**config.mk**
```make
export PLATFORM = sky130hd
export DESIGN_NAME = periph_top
export DESIGN_NICKNAME = d
export VERILOG_FILES = /design/src/source/amba_pkg.sv /design/src/source/soc_map_pkg.sv /design/src/source/reset_sequencer.sv /design/src/source/apb_decoder.sv /design/src/source/apb_prci.sv /design/src/source/apb_gpio.sv /design/src/source/periph_top.sv
export SDC_FILE = /design/constraint.sdc
export NUM_CORES = 1
export LEC_CHECK = 0
export BUFFER_PORTS_ARGS = -buffer_cell sky130_fd_sc_hd__buf_2
export CAP_MARGIN = 0
export CORE_MARGIN = 2
export CORE_UTILIZATION = 24
export CTS_BUF_LIST = sky130_fd_sc_hd__clkbuf_16
export DETAILED_ROUTE_END_ITERATION = 10
export GPL_ROUTABILITY_DRIVEN = 0
export HOLD_SLACK_MARGIN = 0.05
export PLACE_DENSITY = 0.56
export SYNTH_ARGS = -nofsm -noshare
export SYNTH_HDL_FRONTEND = slang
export SYNTH_SLANG_ARGS = --single-unit
```
**constraint.sdc**
```tcl
create_clock -name i_clk -period 2.32 [get_ports i_clk]
set_input_delay 0.348 -clock i_clk [delete_from_list [all_inputs] [get_ports i_clk]]
set_output_delay 0.348 -clock i_clk [all_outputs]
set_load 0.05 [all_outputs]
```
**src/source/amba_pkg.sv**
```systemverilog
// APB bus definitions
package amba_pkg;

  // Bus widths of the control port
  localparam int APB_ADDR_W = 12;
  localparam int APB_DATA_W = 32;

  typedef logic [APB_ADDR_W-1:0] apb_addr_t;
  typedef logic [APB_DATA_W-1:0] apb_data_t;

  // Slave response codes as carried on pslverr
  localparam logic APB_RESP_OKAY   = 1'b0;
  localparam logic APB_RESP_SLVERR = 1'b1;

  // Read data returned with an error or on a write
  localparam apb_data_t APB_RDATA_NONE = '0;

  // Each region spans 256 bytes, selected above this bit
  localparam int APB_REGION_LSB = 8;
  localparam int APB_REGION_W   = APB_ADDR_W - APB_REGION_LSB;

endpackage

```
**src/source/soc_map_pkg.sv**
```systemverilog
// Subsystem address map
package soc_map_pkg;

  // Slave regions
  localparam logic [11:0] PRCI_BASE = 12'h000;
  localparam logic [11:0] GPIO_BASE = 12'h100;

  // Register offsets inside a region
  localparam int OFS_W = 8;
  localparam logic [OFS_W-1:0] PRCI_STATUS_OFS = 8'h00;
  localparam logic [OFS_W-1:0] PRCI_CAUSE_OFS  = 8'h04;
  localparam logic [OFS_W-1:0] PRCI_CTRL_OFS   = 8'h08;
  localparam logic [OFS_W-1:0] GPIO_DIR_OFS    = 8'h00;
  localparam logic [OFS_W-1:0] GPIO_OUT_OFS    = 8'h04;
  localparam logic [OFS_W-1:0] GPIO_IN_OFS     = 8'h08;

  // STATUS bits
  localparam int ST_SYS_LOCK = 0;
  localparam int ST_DDR_LOCK = 1;
  localparam int ST_SYS_RUN  = 2;

  // CAUSE bits stay set until written with 1
  localparam int CAUSE_W        = 3;
  localparam int CAUSE_POR      = 0;
  localparam int CAUSE_SOFT     = 1;
  localparam int CAUSE_LOCKLOSS = 2;

  // CTRL bits
  localparam int CTRL_SOFT_RST = 0;

endpackage

```
**src/source/reset_sequencer.sv**
```systemverilog
// System and debug reset sequencer
`timescale 1ns/1ps

module reset_sequencer #(
  parameter int RST_HOLD_CYCLES = 16
) (
  input  logic i_clk,
  input  logic i_rst_n,
  input  logic i_sys_locked,
  input  logic i_ddr_locked,
  input  logic i_soft_rst_req,
  output logic o_sys_lock_sync,
  output logic o_ddr_lock_sync,
  output logic o_sys_nrst,
  output logic o_dbg_nrst,
  output logic o_ev_por,
  output logic o_ev_soft,
  output logic o_ev_lockloss
);

  localparam int CNT_W = $clog2(RST_HOLD_CYCLES + 1);

  logic [1:0]       por_sync;
  logic [1:0]       sys_lock_sync;
  logic [1:0]       ddr_lock_sync;
  logic [CNT_W-1:0] hold_cnt;
  logic             sys_nrst_q;
  logic             locks_ok;
  logic             run_ok;

  // Power reset release and both lock inputs pass two flops
  always_ff @(posedge i_clk or negedge i_rst_n) begin
    if (!i_rst_n) begin
      por_sync      <= 2'b00;
      sys_lock_sync <= 2'b00;
      ddr_lock_sync <= 2'b00;
    end else begin
      por_sync      <= {por_sync[0], 1'b1};
      sys_lock_sync <= {sys_lock_sync[0], i_sys_locked};
      ddr_lock_sync <= {ddr_lock_sync[0], i_ddr_locked};
    end
  end

  assign locks_ok = sys_lock_sync[1] & ddr_lock_sync[1];
  assign run_ok   = por_sync[1] & locks_ok;

  // Hold count starts once both locks are seen; any drop starts over
  always_ff @(posedge i_clk or negedge i_rst_n) begin
    if (!i_rst_n) begin
      hold_cnt   <= '0;
      sys_nrst_q <= 1'b0;
    end else if (i_soft_rst_req || !run_ok) begin
      hold_cnt   <= '0;
      sys_nrst_q <= 1'b0;
    end else if (hold_cnt == CNT_W'(RST_HOLD_CYCLES)) begin
      sys_nrst_q <= 1'b1;
    end else begin
      hold_cnt <= hold_cnt + 1'b1;
    end
  end

  // Cause pulses with power-on firing on the release edge only
  always_ff @(posedge i_clk or negedge i_rst_n) begin
    if (!i_rst_n) begin
      o_ev_por      <= 1'b0;
      o_ev_soft     <= 1'b0;
      o_ev_lockloss <= 1'b0;
    end else begin
      o_ev_por      <= por_sync[0] & ~por_sync[1];
      o_ev_soft     <= i_soft_rst_req;
      o_ev_lockloss <= sys_nrst_q & ~locks_ok;
    end
  end

  assign o_sys_lock_sync = sys_lock_sync[1];
  assign o_ddr_lock_sync = ddr_lock_sync[1];
  assign o_sys_nrst      = sys_nrst_q;
  assign o_dbg_nrst      = por_sync[1];

endmodule

```
**src/source/apb_decoder.sv**
```systemverilog
// APB region decoder
`timescale 1ns/1ps

module apb_decoder (
  input  logic                i_psel,
  input  logic                i_penable,
  input  amba_pkg::apb_addr_t i_paddr,
  output logic                o_psel_prci,
  output logic                o_psel_gpio,
  input  amba_pkg::apb_data_t i_prdata_prci,
  input  amba_pkg::apb_data_t i_prdata_gpio,
  input  logic                i_pready_prci,
  input  logic                i_pready_gpio,
  input  logic                i_pslverr_prci,
  input  logic                i_pslverr_gpio,
  output amba_pkg::apb_data_t o_prdata,
  output logic                o_pready,
  output logic                o_pslverr
);

  import amba_pkg::*;
  import soc_map_pkg::*;

  logic [APB_REGION_W-1:0] region;
  logic                    hit_prci;
  logic                    hit_gpio;

  assign region   = i_paddr[APB_ADDR_W-1:APB_REGION_LSB];
  assign hit_prci = region == PRCI_BASE[APB_ADDR_W-1:APB_REGION_LSB];
  assign hit_gpio = region == GPIO_BASE[APB_ADDR_W-1:APB_REGION_LSB];

  assign o_psel_prci = i_psel & hit_prci;
  assign o_psel_gpio = i_psel & hit_gpio;

  // Unmapped regions are answered here, in the access cycle
  always_comb begin
    if (hit_prci) begin
      o_prdata  = i_prdata_prci;
      o_pready  = i_pready_prci;
      o_pslverr = i_pslverr_prci;
    end else if (hit_gpio) begin
      o_prdata  = i_prdata_gpio;
      o_pready  = i_pready_gpio;
      o_pslverr = i_pslverr_gpio;
    end else begin
      o_prdata  = APB_RDATA_NONE;
      o_pready  = i_psel & i_penable;
      o_pslverr = (i_psel & i_penable) ? APB_RESP_SLVERR : APB_RESP_OKAY;
    end
  end

endmodule

```
**src/source/apb_prci.sv**
```systemverilog
// PRCI register bank
`timescale 1ns/1ps

module apb_prci (
  input  logic                i_clk,
  input  logic                i_rst_n,
  input  logic                i_psel,
  input  logic                i_penable,
  input  logic                i_pwrite,
  input  amba_pkg::apb_addr_t i_paddr,
  input  amba_pkg::apb_data_t i_pwdata,
  output amba_pkg::apb_data_t o_prdata,
  output logic                o_pready,
  output logic                o_pslverr,
  input  logic                i_sys_lock_sync,
  input  logic                i_ddr_lock_sync,
  input  logic                i_sys_nrst,
  input  logic                i_ev_por,
  input  logic                i_ev_soft,
  input  logic                i_ev_lockloss,
  output logic                o_soft_rst_req
);

  import amba_pkg::*;
  import soc_map_pkg::*;

  logic               access;
  logic               wr_en;
  logic               sel_status;
  logic               sel_cause;
  logic               sel_ctrl;
  logic               bad_access;
  logic [CAUSE_W-1:0] cause_q;
  logic [CAUSE_W-1:0] cause_set;
  logic [CAUSE_W-1:0] cause_clr;
  apb_data_t          rdata;

  assign access     = i_psel & i_penable;
  assign sel_status = i_paddr[OFS_W-1:0] == PRCI_STATUS_OFS;
  assign sel_cause  = i_paddr[OFS_W-1:0] == PRCI_CAUSE_OFS;
  assign sel_ctrl   = i_paddr[OFS_W-1:0] == PRCI_CTRL_OFS;
  // STATUS is read-only
  assign bad_access = ~(sel_status | sel_cause | sel_ctrl) | (i_pwrite & sel_status);
  assign wr_en      = access & i_pwrite & ~bad_access;

  always_comb begin
    cause_set                 = '0;
    cause_set[CAUSE_POR]      = i_ev_por;
    cause_set[CAUSE_SOFT]     = i_ev_soft;
    cause_set[CAUSE_LOCKLOSS] = i_ev_lockloss;
  end
  assign cause_clr = (wr_en && sel_cause) ? i_pwdata[CAUSE_W-1:0] : '0;

  // A new event wins over a clear in the same cycle
  always_ff @(posedge i_clk or negedge i_rst_n) begin
    if (!i_rst_n) begin
      cause_q        <= '0;
      o_soft_rst_req <= 1'b0;
    end else begin
      cause_q        <= (cause_q & ~cause_clr) | cause_set;
      o_soft_rst_req <= wr_en & sel_ctrl & i_pwdata[CTRL_SOFT_RST];
    end
  end

  // CTRL reads back as zero
  always_comb begin
    rdata = '0;
    if (sel_status) begin
      rdata[ST_SYS_LOCK] = i_sys_lock_sync;
      rdata[ST_DDR_LOCK] = i_ddr_lock_sync;
      rdata[ST_SYS_RUN]  = i_sys_nrst;
    end else if (sel_cause) begin
      rdata[CAUSE_W-1:0] = cause_q;
    end
  end

  assign o_pready  = access;
  assign o_pslverr = (access && bad_access) ? APB_RESP_SLVERR : APB_RESP_OKAY;
  assign o_prdata  = (access && !i_pwrite && !bad_access) ? rdata : APB_RDATA_NONE;

endmodule

```
**src/source/apb_gpio.sv**
```systemverilog
// GPIO register bank
`timescale 1ns/1ps

module apb_gpio #(
  parameter int GPIO_WIDTH = 12
) (
  input  logic                  i_clk,
  input  logic                  i_rst_n,
  input  logic                  i_psel,
  input  logic                  i_penable,
  input  logic                  i_pwrite,
  input  amba_pkg::apb_addr_t   i_paddr,
  input  amba_pkg::apb_data_t   i_pwdata,
  output amba_pkg::apb_data_t   o_prdata,
  output logic                  o_pready,
  output logic                  o_pslverr,
  input  logic [GPIO_WIDTH-1:0] i_gpio,
  output logic [GPIO_WIDTH-1:0] o_gpio,
  output logic [GPIO_WIDTH-1:0] o_gpio_oe
);

  import amba_pkg::*;
  import soc_map_pkg::*;

  logic                  access;
  logic                  wr_en;
  logic                  sel_dir;
  logic                  sel_out;
  logic                  sel_in;
  logic                  bad_access;
  logic [GPIO_WIDTH-1:0] dir_q;
  logic [GPIO_WIDTH-1:0] out_q;
  logic [GPIO_WIDTH-1:0] in_meta;
  logic [GPIO_WIDTH-1:0] in_sync;
  apb_data_t             rdata;

  assign access     = i_psel & i_penable;
  assign sel_dir    = i_paddr[OFS_W-1:0] == GPIO_DIR_OFS;
  assign sel_out    = i_paddr[OFS_W-1:0] == GPIO_OUT_OFS;
  assign sel_in     = i_paddr[OFS_W-1:0] == GPIO_IN_OFS;
  assign bad_access = ~(sel_dir | sel_out | sel_in) | (i_pwrite & sel_in);
  assign wr_en      = access & i_pwrite & ~bad_access;

  // Pins are asynchronous to i_clk
  always_ff @(posedge i_clk) begin
    in_meta <= i_gpio;
    in_sync <= in_meta;
  end

  // All pins come out of reset as inputs
  always_ff @(posedge i_clk or negedge i_rst_n) begin
    if (!i_rst_n) begin
      dir_q <= '0;
      out_q <= '0;
    end else if (wr_en) begin
      if (sel_dir) dir_q <= i_pwdata[GPIO_WIDTH-1:0];
      if (sel_out) out_q <= i_pwdata[GPIO_WIDTH-1:0];
    end
  end

  always_comb begin
    rdata = '0;
    if (sel_dir)
      rdata[GPIO_WIDTH-1:0] = dir_q;
    else if (sel_out)
      rdata[GPIO_WIDTH-1:0] = out_q;
    else if (sel_in)
      rdata[GPIO_WIDTH-1:0] = in_sync;
  end

  assign o_pready  = access;
  assign o_pslverr = (access && bad_access) ? APB_RESP_SLVERR : APB_RESP_OKAY;
  assign o_prdata  = (access && !i_pwrite && !bad_access) ? rdata : APB_RDATA_NONE;
  assign o_gpio    = out_q;
  assign o_gpio_oe = dir_q;

endmodule

```
**src/source/periph_top.sv**
```systemverilog
// Peripheral subsystem top
`timescale 1ns/1ps

module periph_top #(
  parameter int GPIO_WIDTH      = 12,
  parameter int RST_HOLD_CYCLES = 16
) (
  input  logic                  i_clk,
  input  logic                  i_rst_n,
  input  logic                  i_psel,
  input  logic                  i_penable,
  input  logic                  i_pwrite,
  input  amba_pkg::apb_addr_t   i_paddr,
  input  amba_pkg::apb_data_t   i_pwdata,
  output amba_pkg::apb_data_t   o_prdata,
  output logic                  o_pready,
  output logic                  o_pslverr,
  input  logic                  i_sys_locked,
  input  logic                  i_ddr_locked,
  input  logic [GPIO_WIDTH-1:0] i_gpio,
  output logic [GPIO_WIDTH-1:0] o_gpio,
  output logic [GPIO_WIDTH-1:0] o_gpio_oe,
  output logic                  o_sys_nrst,
  output logic                  o_dbg_nrst
);

  import amba_pkg::*;

  logic      psel_prci;
  logic      psel_gpio;
  apb_data_t prdata_prci;
  apb_data_t prdata_gpio;
  logic      pready_prci;
  logic      pready_gpio;
  logic      pslverr_prci;
  logic      pslverr_gpio;
  // Sequencer to PRCI
  logic      sys_lock_sync;
  logic      ddr_lock_sync;
  logic      soft_rst_req;
  logic      ev_por;
  logic      ev_soft;
  logic      ev_lockloss;

  apb_decoder dec0 (
    .i_psel(i_psel), .i_penable(i_penable), .i_paddr(i_paddr),
    .o_psel_prci(psel_prci), .o_psel_gpio(psel_gpio),
    .i_prdata_prci(prdata_prci), .i_prdata_gpio(prdata_gpio),
    .i_pready_prci(pready_prci), .i_pready_gpio(pready_gpio),
    .i_pslverr_prci(pslverr_prci), .i_pslverr_gpio(pslverr_gpio),
    .o_prdata(o_prdata), .o_pready(o_pready), .o_pslverr(o_pslverr)
  );

  apb_prci prci0 (
    .i_clk(i_clk), .i_rst_n(i_rst_n),
    .i_psel(psel_prci), .i_penable(i_penable), .i_pwrite(i_pwrite),
    .i_paddr(i_paddr), .i_pwdata(i_pwdata),
    .o_prdata(prdata_prci), .o_pready(pready_prci), .o_pslverr(pslverr_prci),
    .i_sys_lock_sync(sys_lock_sync), .i_ddr_lock_sync(ddr_lock_sync),
    .i_sys_nrst(o_sys_nrst),
    .i_ev_por(ev_por), .i_ev_soft(ev_soft), .i_ev_lockloss(ev_lockloss),
    .o_soft_rst_req(soft_rst_req)
  );

  apb_gpio #(
    .GPIO_WIDTH(GPIO_WIDTH)
  ) gpio0 (
    .i_clk(i_clk), .i_rst_n(i_rst_n),
    .i_psel(psel_gpio), .i_penable(i_penable), .i_pwrite(i_pwrite),
    .i_paddr(i_paddr), .i_pwdata(i_pwdata),
    .o_prdata(prdata_gpio), .o_pready(pready_gpio), .o_pslverr(pslverr_gpio),
    .i_gpio(i_gpio), .o_gpio(o_gpio), .o_gpio_oe(o_gpio_oe)
  );

  reset_sequencer #(
    .RST_HOLD_CYCLES(RST_HOLD_CYCLES)
  ) rstseq0 (
    .i_clk(i_clk), .i_rst_n(i_rst_n),
    .i_sys_locked(i_sys_locked), .i_ddr_locked(i_ddr_locked),
    .i_soft_rst_req(soft_rst_req),
    .o_sys_lock_sync(sys_lock_sync), .o_ddr_lock_sync(ddr_lock_sync),
    .o_sys_nrst(o_sys_nrst), .o_dbg_nrst(o_dbg_nrst),
    .o_ev_por(ev_por), .o_ev_soft(ev_soft), .o_ev_lockloss(ev_lockloss)
  );

endmodule

```
==> metrics.txt <==
status finished, violations left; failing checks setup timing; Die Height between 100 and 150 microns; CTS clk-pin slew, worst paths ~0.060 ns; Post-route DRC 0; worst-skew pair later-pin latency 0.32 ns; cts bufs inserted 9; share of cells above drive strength 1 50.4%; CTS H-tree lvls 3; Max Fclk between 400 and 500 MHz; initial drt markers 43; Final nets 425; Final WS setup -0.143 ns; CTS tree yes; Yosys cell types 40; Synth warnings 0; register area roughly 1600 sq um; die area approximately 12000 sq um; drt via density 4.29; row count 38; PD cells approximately 660 nW/um^2; LEAKAGE 0.00190 uW; HP Class in -> reg; Hold Vio Cnt, Final 0; Critical Path RT 1.97 ns; Die W between 100 and 150 microns; synthesized flop and latch total 67; DRT antenna net count 0; crit path kind in -> out; IO Count 123; top cell type's share of synthesized area 39.4%; WL final ~7.3 mm; Avg Synthesized Cell Area 11.3 sq um; port buffer count 82; initial core utilization 24.8%; hpwl dp between 5 and 6 mm; antenna violations before repair 0; Async SR Flop Fraction between 60% and 70%; Clock Sinks between 60 and 70; crit end category primary output; CTS max path bufs 2; VDD IR max 0.325 mV; cell type with the largest total area after synthesis dfrtp_1; Arr. time, crit path between 2 and 2.5 ns; Startpoint Class input pin; Synth Flop Type dfrtp_1; root buf cell clkbuf_16; post-synthesis sequential area ratio between 50% and 60%; Slew headroom 65.9%; Antenna diodes 0; Core Util, Final a little over a third; Hold Worst Slack between 0.1 and 0.15 ns; Congestion Overflow GR 0; GRT Overall Usage approximately an eighth; area growth from synthesis to layout 47.3%; wire per inst around 14 microns; post-route clock period utilization 106%; dpl ws -0.326 ns; Core ar. approximately 11000 sq um; ranking of synthesized cells by area dfrtp_1 39%, dfxtp_1 18%, mux2_2 9.5%, buf_4 5.8%, a21oi_1 3.7%; Fill cells between 1k and 1.5k; commonest non-fill, non-tap cell in the layout buf_2; global-route wire length before repair between 10 and 15 mm; area of the mapped netlist roughly 2700 sq um; post-layout min period 2.46 ns; maxcap violations 0; number of global-route vias before repair about 2.3k; RSZ-0062 raised after global routing true; pin count of the biggest net entering global routing 23; Vias around 2.2k; worst-margin pin slew between 0.5 and 0.6 ns; area of the multi-input gates roughly 1200 sq um; Max FO, Critical Path 3; clk_skew between 0.005 and 0.006 ns; final number of setup-violating endpoints 12; max-slew violation count 0; total iterations of the first detailed-routing run 4; Syn Inst Count between 200 and 250; most frequent cells in the layout 69 x buf_2, 43 x dfrtp_1, 31 x buf_4; number of synthesized flops with an enable pin 0
[synthesized netlist by cell type, drive strengths merged, types with 3 or more instances]
library cell	count
buf	26
nor2	12
a21oi	20
nor3	7
nand3	6
or4	4
mux2i	5
a21o	3
o21ai	9
dfxtp	24
inv	14
mux2	24
o22ai	3
dfrtp	43
a22oi	3
clkbuf	5
nand2	11
[per-layer routing]
metal	global-route usage (%)	share of wire, %	vias to the layer above
li1	-	-	1023
met1	15.7	46	1045
met2	19.9	46	90
met3	4.01	6.2	9
met4	4.42	1.7	0
met5	0	0	-
[critical path: stages]
cell	delay [ns]
buf_6	0.09
or4_4	0.53
or2_1	0.26
a2111o_1	0.36
buf_6	0.17
o22ai_4	0.16
buf_6	0.18
[cell families (layout without fill, tap and decap cells)]
family                   count (synthesis)  in the layout  share of synthesized area (%)
AO/OA/AOI/OAI                           41             41                           8.58
XOR/XNOR                                 4              4                           1.28
adder cells (fa/ha/maj)                  2              2                          0.917
buffers and inverters                   45            149                           9.72
flip-flops                              67             67                           57.1
multiplexers                            29             29                           11.7
other                                    2             21                          0.275
AND/OR/NAND/NOR                         52             52                           10.4
[registers in the layout, summed over array words and instances (netlist names), 2 cells and up]
signal	flops
gpio0.in_meta	12
gpio0.in_sync	12
gpio0.o_gpio	12
gpio0.o_gpio_oe	12
rstseq0.hold_cnt	5
prci0.cause_q	3
rstseq0.ddr_lock_sync	2
rstseq0.por_sync	2
rstseq0.sys_lock_sync	2
[metrics by stage]
| stage | instance area, sq um | setup TNS (ns) | cells | total power, uW |
|---|---|---|---|---|
| finish | 4020 | -1.46 | 505 | 2650 |
| detailed placement | 3550 | -5.06 | 486 | 1460 |
| floorplan | 2930 | -2.10 | 261 | 1380 |
| global placement | 3550 | -4.80 | 486 | 1460 |
| CTS | 3980 | -1.44 | 505 | 2700 |
| global route | 4020 | -1.77 | 505 | 2780 |
[report_power, final]
group          switching (uW)  internal [uW]
Combinational             170           73.3
Sequential               10.3           1190
Clock                     490            715
Total                     670           1980
[cell type report]
type                       instances  area share, %
timing repair buffer             119           19.9
tap                              140           4.36
inverter                          14           1.31
clock buffer                       9           5.60
multi-input combinational        149           29.0
clock inverter                     7           1.12
sequential                        67           38.7
[worst paths after layout]
| path | slack [ns] | endpoint | depth (start not counted) | from |
|---|---|---|---|---|
| min in group asynchronous | 0.52 | rstseq0.hold_cnt[3] | 2 | i_rst_n |
| hold / removal | 0.12 | gpio0.in_meta[5] | 1 | i_gpio[5] |
| max in group asynchronous | 1.23 | gpio0.o_gpio[6] | 3 | i_rst_n |
| setup reg to reg | 0.97 | rstseq0.hold_cnt[1] | 6 | rstseq0.hold_cnt[0] |
| setup / recovery | -0.14 | o_prdata[1] | 7 | i_paddr[6] |
| hold reg to reg | 0.32 | gpio0.in_sync[9] | 0 | gpio0.in_meta[9] |
[timing repair]
action                                 in CTS  in global routing
setup endpoints to repair                  12                 12
pin swaps                                   6                  2
hold buffers                                1                  0
resized for setup                          40                 16
endpoints found under the hold margin      20                  0
gates cloned                                0                  1
setup buffers                               2                  0
Note: power is estimated with default switching activity, not from simulation.
